### config.mk
export PLATFORM = sky130hd
export DESIGN_NAME = apb_exec_regs
export DESIGN_NICKNAME = d
export VERILOG_FILES = /design/src/common/alu_pkg.sv /design/src/common/regs_pkg.sv /design/src/design/apb_exec_regs.sv
export SDC_FILE = /design/constraint.sdc
export NUM_CORES = 1
export LEC_CHECK = 0
export BUFFER_PORTS_ARGS = -buffer_cell sky130_fd_sc_hd__buf_2
export CORE_ASPECT_RATIO = 0.5
export CORE_MARGIN = 3
export CORE_UTILIZATION = 27
export CTS_CLUSTER_SIZE = 25
export DETAILED_ROUTE_END_ITERATION = 6
export GPL_ROUTABILITY_DRIVEN = 0
export HOLD_SLACK_MARGIN = 0.06
export PLACE_DENSITY = 0.94
export REMOVE_ABC_BUFFERS = 1
export SLEW_MARGIN = 10
export SYNTH_ARGS = -nofsm -noshare
export SYNTH_HDL_FRONTEND = slang
export SYNTH_SLANG_ARGS = --single-unit
### constraint.sdc
create_clock -name clk -period 2.59 [get_ports clk]
set_input_delay 0.3885 -clock clk [delete_from_list [all_inputs] [get_ports clk]]
set_output_delay 0.3885 -clock clk [all_outputs]
set_load 0.1 [all_outputs]
### src/common/alu_pkg.sv
`default_nettype none

package alu_pkg;

  // ####################
  // Data and status widths
  // ####################

  localparam int WORD_W   = 32;
  localparam int STATUS_W = 6;

  typedef logic [WORD_W-1:0]   word_t;    // General register and operand word
  typedef logic [STATUS_W-1:0] status_t;  // Flag register with bits at the FLAG_* positions

  // Bit positions inside status_t
  localparam int FLAG_CF = 0;  // Carry out of bit 31 or borrow for subtract
  localparam int FLAG_PF = 1;  // Even number of ones in the result
  localparam int FLAG_AF = 2;  // Carry out of bit 3
  localparam int FLAG_ZF = 3;  // Result is zero
  localparam int FLAG_SF = 4;  // Top bit of the result
  localparam int FLAG_OF = 5;  // Signed overflow

  // ####################
  // ALU control word
  // ####################

  typedef enum logic [2:0] {
    ADD = 3'd0,
    SUB = 3'd1,
    AND = 3'd2,
    OR  = 3'd3,
    XOR = 3'd4,
    MUL = 3'd5,
    DIV = 3'd6
  } alu_op_e;

  typedef struct packed {
    alu_op_e op;         // Operation select
    logic    src_inv;    // Invert operand 1 before use
    logic    src_inc;    // Force the carry input to one
    logic    use_carry;  // Feed the incoming CF into the carry input
    logic    clear_cf;   // Force CF low in the new status
    logic    clear_of;   // Force OF low in the new status
    logic    no_wr;      // Keep the destination, update status only
  } alu_cntl_t;

endpackage

`default_nettype wire

### src/common/regs_pkg.sv
`default_nettype none

package regs_pkg;

  localparam int NUM_REGS = 8;

  typedef logic [$clog2(NUM_REGS)-1:0] reg_idx_t;

  // Command word in the low bits of the command register
  typedef struct packed {
    alu_pkg::alu_cntl_t cntl;
    reg_idx_t           dst;
    reg_idx_t           src0;
    reg_idx_t           src1;
  } cmd_t;

  // ####################
  // APB transport
  // ####################

  typedef logic [5:0] apb_addr_t;  // Byte address

  typedef struct packed {
    logic           psel;
    logic           penable;
    logic           pwrite;
    apb_addr_t      paddr;
    alu_pkg::word_t pwdata;
  } apb_req_t;

  typedef struct packed {
    alu_pkg::word_t prdata;
    logic           pready;
    logic           pslverr;
  } apb_rsp_t;

  // Address map
  localparam apb_addr_t ADDR_GPR_BASE = 6'h00;  // Eight registers in steps of 4
  localparam apb_addr_t ADDR_STATUS   = 6'h20;
  localparam apb_addr_t ADDR_CMD      = 6'h24;

endpackage

`default_nettype wire

### src/design/apb_exec_regs.sv
`default_nettype none

module apb_exec_regs (
  input  logic               clk,
  input  logic               rst_n,
  input  regs_pkg::apb_req_t apb_req,
  input  alu_pkg::word_t     gpr_rdata,
  input  alu_pkg::status_t   status,
  input  logic               done,
  input  logic               div_zero,
  output regs_pkg::apb_rsp_t apb_rsp,
  output logic               gpr_we,
  output regs_pkg::reg_idx_t gpr_idx,
  output alu_pkg::word_t     gpr_wdata,
  output logic               status_we,
  output alu_pkg::status_t   status_wdata,
  output logic               issue,
  output regs_pkg::cmd_t     cmd
);

  import alu_pkg::*;
  import regs_pkg::*;

  typedef enum logic {
    IDLE,
    WAIT_EXEC
  } state_e;

  state_e state;
  state_e state_nxt;
  logic   access;
  logic   is_gpr;
  logic   is_status;
  logic   is_cmd;
  logic   unmapped;

  // ####################
  // Address decode
  // ####################

  assign access = apb_req.psel & apb_req.penable;

  // Word aligned addresses below 0x20 hit the general registers
  assign is_gpr    = ({apb_req.paddr[5], apb_req.paddr[1:0]} ==
                      {ADDR_GPR_BASE[5], ADDR_GPR_BASE[1:0]});
  assign is_status = (apb_req.paddr == ADDR_STATUS);
  assign is_cmd    = (apb_req.paddr == ADDR_CMD);
  assign unmapped  = ~(is_gpr | is_status | is_cmd);

  // ####################
  // Execute side strobes
  // ####################

  assign gpr_idx      = apb_req.paddr[4:2];
  assign gpr_wdata    = apb_req.pwdata;
  assign gpr_we       = access & apb_req.pwrite & is_gpr;
  assign status_wdata = apb_req.pwdata[$bits(status_t)-1:0];
  assign status_we    = access & apb_req.pwrite & is_status;
  assign cmd          = cmd_t'(apb_req.pwdata[$bits(cmd_t)-1:0]);

  // Only the first access cycle of a command write starts the execute block
  assign issue = access & apb_req.pwrite & is_cmd & (state == IDLE);

  // ####################
  // Command pacing FSM
  // ####################

  always_comb begin
    state_nxt = state;
    case (state)
      IDLE:      if (issue) state_nxt = WAIT_EXEC;
      WAIT_EXEC: if (done) state_nxt = IDLE;
      default:   state_nxt = IDLE;
    endcase
  end

  always_ff @(posedge clk or negedge rst_n) begin
    if (!rst_n) begin
      state <= IDLE;
    end else begin
      state <= state_nxt;
    end
  end

  // ####################
  // Response
  // ####################

  always_comb begin
    apb_rsp = '0;
    if (access && !apb_req.pwrite) begin
      if (is_gpr) begin
        apb_rsp.prdata = gpr_rdata;
      end else if (is_status) begin
        apb_rsp.prdata = word_t'(status);  // Upper bits read as zero
      end
    end
    if (state == WAIT_EXEC) begin
      apb_rsp.pready  = access & done;  // Second access cycle of a command
      apb_rsp.pslverr = access & done & div_zero;
    end else if (access && !issue) begin
      apb_rsp.pready  = 1'b1;
      apb_rsp.pslverr = unmapped;
    end
  end

endmodule

`default_nettype wire

After elaboration in Yosys (flattened, before gate mapping)
Index checks and enable logic that the tools add are counted.
W data, S select, Z words.
{"block": "word_totals", "elab_cells": 28, "ff_bits": 1, "out_inout_bits": 96}
{"block": "classes", "n_bitwise": 12, "mux": 8, "reduce_logical": 5, "eq_ne": 2}
{"operator": "$mux W32", "count": 2}
{"operator": "$eq A6 B6 Y1 const B", "count": 2}
{"operator": "$and A1 B1 Y1", "count": 8}
{"operator": "$mux W6", "count": 1}
{"operator": "$mux W2", "count": 2}
{"operator": "$logic_not A3 Y1", "count": 1}
{"operator": "$logic_and A1 B1 Y1", "count": 2}
{"operator": "$logic_not A1 Y1", "count": 2}
{"operator": "$mux W1", "count": 2}
{"operator": "$not A1 Y1", "count": 2}
{"operator": "$or A1 B1 Y1", "count": 2}
{"operator": "$pmux W1 S2", "count": 1}

Depth between registers and ports, before layout
Gate-level depths: netlist of run 1.
{"block": "depth", "depth_word": 8, "ltp_mapped": 4, "mapped_depth_nobuf": 3}

Least setup slack after synthesis of run 1
Ideal clock, no wire load.
{"block": "synth_path", "kind": "input -> output", "from": "in apb_req[33] (netlist name)", "to": "out status_we", "path_stages": 3, "setup_slack_ns": -1.801, "t_arrival_ns": 4.002, "cell_sequence": "nor2_1 -> nand3_1 -> nor4b_1"}
{"block": "synth_via", "elab_chain_len": 2}
{"element": "start: declaration", "line_no": "apb_exec_regs.sv:6", "text": "input regs_pkg::apb_req_t apb_req,"}
{"element": "$eq A6 B6 Y1", "line_no": "apb_exec_regs.sv:46", "text": "assign is_status = (apb_req.paddr == ADDR_STATUS);"}
{"element": "$and A1 B1 Y1", "line_no": "apb_exec_regs.sv:58", "text": "assign status_we = access & apb_req.pwrite & is_status;"}
{"element": "end: declaration", "line_no": "apb_exec_regs.sv:15", "text": "output logic status_we,"}
No other way between the ends.

==> run_results.csv, run 1 <==
group,metric,value,unit
status,status,"completed",
final_layout,antennaDiodeCount,0,
drt,wl_per_cell,25.8,um
clock_tree,ctsHoldBuffers,0,
placement,dp_slack,0.364,ns
power_and_ir_drop,p_leak,0.562,nW
sta,maxSlewViolCount,0,
sta,tightest_slew,0.597,ns
critical_path,cp_slowest_cell,"nor4b_2",
floorplanning,coreArea,2810,um^2
sta,setup_slack,0.340,ns
final_layout,fin_nets,235,
power_and_ir_drop,switching_share,0.595,
drt,dr.pass1.iters,4,
critical_path,crit_arrival,1.86,ns
sta,rsz0062_at_grt,"no",
power_and_ir_drop,clkPwrFrac,0,
drt,route.detailed.drc,0,
sta,relSlewSlack,0.601,
grt,antenna_found_initial,0,
floorplanning,start_util,0.306,
power_and_ir_drop,p_switching,0.0823,mW
logic_synthesis,synthCells,120,
logic_synthesis,syn_area,861,um^2
final_layout,multi_input_area,370,um^2
critical_path,crit_type,"input port to output port",
final_layout,stdcell_count,187,
sta,setup_viol,0,
critical_path,crit_path_max_fanout,6,
final_layout,layout-drive-gt1-share,0.627,
critical_path,crit_buf_inv,2,
power_and_ir_drop,power_frac_seq,0.116,
final_layout,seqCellArea,25.0,um^2
final_layout,final_util,0.328,
drt,wl,4.83,mm
critical_path,crit_required,2.20,ns
logic_synthesis,ys_seq_area_frac,0.0291,
floorplanning,dieArea,3940,um^2
logic_synthesis,synth_warnings,0,
floorplanning,die_h,45.9,um
grt,grt_overflow,0,
critical_path,crit_path_frequent_cell,"buf_2",
worst_hold_path,min_path_type,"input port to asynchronous set/reset pin",
drt,ant_nets,0,
grt,grt_max_degree,27,
placement,dp.cells,187,
floorplanning,die_w,85.9,um
clock_tree,clk_pin_slew,0,ns
clock_tree,cts_setup_buffers,0,
clock_tree,ctsResizeCount,0,
sta,clock_skew,0,ns
logic_synthesis,syn_area_per_cell,7.17,um^2
power_and_ir_drop,ir_drop,0.0706,mV
drt,vias,906,
final_layout,areaGrowthSynthToFinish,7.12,%
drt,drtIter0Drc,9,
sta,fin_crit,2.25,ns
critical_path,cp_top_family,"simple AND/OR/NAND/NOR gates",
floorplanning,rows,13,
power_and_ir_drop,p_int,0.0560,mW
final_layout,largestRegisters,"state x1",
sta,max_freq,445,MHz
final_layout,nFillCells,296,
sta,tns,0,ns
logic_synthesis,synth_seq_cells,1,
power_and_ir_drop,share_comb_of_total_power,0.884,
logic_synthesis,synth_cell_types,19,
critical_path,cp-end-kind,"output port",
placement,dpl.hpwl,4.49,mm
power_and_ir_drop,power.density,150,nW/um^2
critical_path,crit_chain,"buf_2 > nor4b_2 > a32oi_1 > nor2_1 > buf_2",
job,max-cap-violations,0,
grt,grt_pass1_wl,5.83,mm
clock_tree,clk_latency,0,ns
final_layout,largest_register_ff_count,1,
sta,fin_crit_sh,0.869,
grt,track_usage,0.221,
final_layout,largest-register,"state",
power_and_ir_drop,power.total,0.138,mW
floorplanning,io_pins,179,
critical_path,cp_slowest_stage_delay,0.58,ns
drt,vias_per_cell,4.84,
placement,numPortBuffers,90,
critical_path,setup.worst_path.start_class,"input port",
grt,grt_pass1_vias,794,
sta,hold_viol,0,
-- final timing paths --
path                       depth (start not counted)  slack, ns          to         from
max                                                5       0.34  apb_rsp[6]  apb_req[34]
min                                                1       0.16       state        rst_n
max reg2reg                                        3       1.60       state        state
min reg2reg                                        2       0.60       state        state
max in group asynchronous                          1       2.34       state        rst_n
min in group clk                                   2       0.60       state        state
-- area by class of cell --
| type | instances | area share |
|---|---|---|
| Inverter | 2 | 0.00814 |
| Tap cell | 37 | 0.0502 |
| Sequential cell | 1 | 0.0271 |
| Timing Repair Buffer | 91 | 0.513 |
| Multi-Input combinational cell | 56 | 0.402 |
-- placed cells by master, fill, tap and decap left out --
cell type   n
nor2_1      8
dfrtp_1     1
nand3b_1    1
a32oi_1     6
nand2_1     1
nor4b_1     1
buf_4       1
o21a_1      1
a21oi_1     1
buf_2      89
nor4b_2     1
and4_1      1
and2b_4     1
buf_12      1
and2_1     26
nor3_1      3
nor3_4      1
o32ai_1     1
a22o_1      1
nand3_1     2
inv_1       2
-- synth_stat cells, drive strengths merged --
| cell type | n | area, um^2 |
|---|---|---|
| a21oi | 1 | 5.00 |
| a22o | 1 | 8.76 |
| a32oi | 6 | 52.6 |
| and2 | 26 | 163 |
| and2b | 1 | 10.0 |
| and4 | 1 | 8.76 |
| buf | 61 | 458 |
| dfrtp | 1 | 25.0 |
| inv | 2 | 7.51 |
| nand2 | 1 | 3.75 |
| nand3 | 2 | 10.0 |
| nand3b | 1 | 7.51 |
| nor2 | 8 | 30.0 |
| nor3 | 4 | 31.3 |
| nor4b | 2 | 23.8 |
| o21a | 1 | 7.51 |
| o32ai | 1 | 8.76 |
-- power groups by stage --
stage / clock, mW / combinational [mW] / sequential, mW
floorplan: 0 / 0.0530 / 0.0160
global placement: 0 / 0.120 / 0.0160
detailed placement: 0 / 0.122 / 0.0160
CTS: 0 / 0.122 / 0.0160
global route: 0 / 0.129 / 0.0160
finish: 0 / 0.122 / 0.0160
-- per-layer routing --
| metal | track usage | vias to the layer above | part of all wire |
|---|---|---|---|
| met4 | 0 | 2 | 0.0025 |
| met5 | 0.130 | - | 0.015 |
| li1 | - | 395 | - |
| met3 | 0.363 | 6 | 0.31 |
| met2 | 0.409 | 127 | 0.50 |
| met1 | 0.0913 | 376 | 0.17 |
-- stage by stage --
step	area (um^2)	hold WS (ns)
2_1_floorplan	403	0.0929
3_3_place_gp	922	0.164
3_5_place_dp	922	0.166
4_1_cts	922	0.166
5_1_grt	922	0.168
6_report	922	0.164
-- logic make-up (layout without fill, tap and decap cells) --
kind of cell	after synthesis	in the layout	synth area share
buf+inv	63	93	0.541
simple gates	46	46	0.334
flops	1	1	0.0291
compound gates	10	10	0.0959
Power figures use the tool's default switching activity.
==> run 2, diff against run 1 <==
--- a/config.mk
+++ b/config.mk
@@ -14,8 +14,10 @@
 export GPL_ROUTABILITY_DRIVEN = 0
 export HOLD_SLACK_MARGIN = 0.06
 export PLACE_DENSITY = 0.94
+export RECOVER_POWER = 100
 export REMOVE_ABC_BUFFERS = 1
-export SLEW_MARGIN = 10
+export SETUP_SLACK_MARGIN = 0.02
+export SLEW_MARGIN = 20
 export SYNTH_ARGS = -nofsm -noshare
 export SYNTH_HDL_FRONTEND = slang
 export SYNTH_SLANG_ARGS = --single-unit
==> run 2 against run 1 <==
  * Cell area down 1.5%
  * Wire length hardly changed
  * Fmax down 4.1%
  * Hold slack unchanged
  * First-iteration DRC count is 44% higher
  * Cell count unchanged
  * Utilization fell by 0.49 points
  * Die area is the same
  * Clock skew did not move
  * Critical path depth is the same
==> run_results.csv, run 2 (synthesis gave the netlist of run 1 again) <==
group,metric,value,unit
floorplanning,dieArea,3940,um^2
clock_tree,clk_pin_slew,0,ns
final_layout,final_cell_mix,"buf_2, clkbuf_2, and2_1",
status,status,"completed",
critical_path,crit_arrival,1.96,ns
sta,relSlewSlack,0.222,
placement,numPortBuffers,90,
final_layout,fin_nets,235,
placement,dpl.hpwl,4.49,mm
sta,maxSlewViolCount,0,
final_layout,nFillCells,296,
final_layout,final_common_cell,"buf_2",
floorplanning,coreArea,2810,um^2
grt,grt_max_degree,27,
grt,grt_overflow,0,
floorplanning,start_util,0.306,
drt,ant_nets,0,
sta,fin_crit_sh,0.906,
final_layout,areaGrowthSynthToFinish,5.52,%
sta,clock_skew,0,ns
floorplanning,die_h,45.9,um
final_layout,largest_register_ff_count,1,
sta,rsz0062_at_grt,"no",
sta,setup_viol,0,
clock_tree,ctsResizeCount,0,
sta,tns,0,ns
sta,tightest_slew,1.17,ns
power_and_ir_drop,p_leak,0.529,nW
drt,route.detailed.drc,0,
placement,dp_slack,0.364,ns
grt,antenna_found_initial,0,
drt,wl,4.82,mm
clock_tree,ctsHoldBuffers,0,
critical_path,crit_chain,"clkbuf_1 > nor2_1 > nand3_1 > nor4b_1 > dlymetal6s2s_1",
critical_path,setup.worst_path.start_class,"input port",
final_layout,largestRegisters,"state x1",
power_and_ir_drop,power.density,151,nW/um^2
critical_path,crit_path_max_fanout,5,
drt,drtIter0Drc,13,
critical_path,cp_slowest_stage_delay,0.80,ns
drt,wl_per_cell,25.8,um
floorplanning,rows,13,
drt,vias_per_cell,4.74,
grt,grt_pass1_wl,5.83,mm
final_layout,layout-drive-gt1-share,0.587,
job,max-cap-violations,0,
power_and_ir_drop,ir_drop,0.0703,mV
worst_hold_path,min_path_type,"input port to asynchronous set/reset pin",
sta,setup_slack,0.244,ns
sta,fin_crit,2.35,ns
grt,grt_pass1_vias,794,
final_layout,largest-register,"state",
critical_path,crit_required,2.20,ns
critical_path,rr_worst_depth,3,
sta,max_freq,426,MHz
clock_tree,cts_setup_buffers,0,
critical_path,cp_slowest_cell,"dlymetal6s2s_1",
sta,hold_viol,0,
critical_path,crit_type,"input port to output port",
drt,dr.pass1.iters,6,
final_layout,antennaDiodeCount,0,
floorplanning,die_w,85.9,um
critical_path,cp-end-kind,"output port",
critical_path,rrSetupSlack,1.60,ns
clock_tree,clk_latency,0,ns
drt,vias,887,
floorplanning,io_pins,179,
grt,track_usage,0.221,
[run 2: changes by cell type in the layout (fill, tap and decap cells not counted), sizes merged]
cell | before | now
buf | 91 | 51
dlymetal6s2s | 0 | 1
clkbuf | 0 | 39
[run 2: area by class of cell]
| class | count | area [um^2] | share of cell area |
|---|---|---|---|
| timing repair buffer | 91 | 459 | 0.506 |
| tap | 37 | 46.3 | 0.0510 |
| sequential | 1 | 25.0 | 0.0275 |
| inverter | 2 | 7.51 | 0.00826 |
| multi-input combinational | 56 | 370 | 0.408 |
[run 2: per-stage QoR]
stage / total power, mW / util / hold slack [ns] / instance area, um^2 / std cells
2_1_floorplan: 0.0690 / - / 0.0929 / 403 / 59
3_5_place_dp: 0.138 / 0.328 / 0.166 / 922 / 187
5_1_grt: 0.144 / 0.323 / 0.168 / 908 / 187
6_report: 0.137 / 0.323 / 0.164 / 908 / 187
4_1_cts: 0.138 / 0.328 / 0.166 / 922 / 187
3_3_place_gp: 0.136 / 0.328 / 0.164 / 922 / 187
[run 2: per-layer routing]
| metal | part of all wire | vias to the layer above | track usage |
|---|---|---|---|
| li1 | - | 395 | - |
| met1 | 0.17 | 362 | 0.0913 |
| met2 | 0.50 | 126 | 0.409 |
| met3 | 0.31 | 2 | 0.363 |
| met4 | 0.00041 | 2 | 0 |
| met5 | 0.015 | - | 0.130 |
[run 2: critical path: cells and delay by family]
family | cells | cell delay (ns)
buf+inv | 2 | 0.91
simple gates | 3 | 0.65
[run 2: final timing paths]
kind / startpoint / to
setup / recovery: apb_req[33] / status_we
hold reg to reg: state / state
hold / removal: rst_n / state
max in group asynchronous: rst_n / state
setup reg to reg: state / state
min in group clk: state / state
[run 2: power breakdown]
group / switching, mW / internal (mW) / leakage (nW) / total [mW]
logic: 0.0824 / 0.0386 / 0.515 / 0.121
clock network: 0 / 0 / 0 / 0
registers: 0.0000424 / 0.0160 / 0.0140 / 0.0160
total: 0.0824 / 0.0546 / 0.529 / 0.137
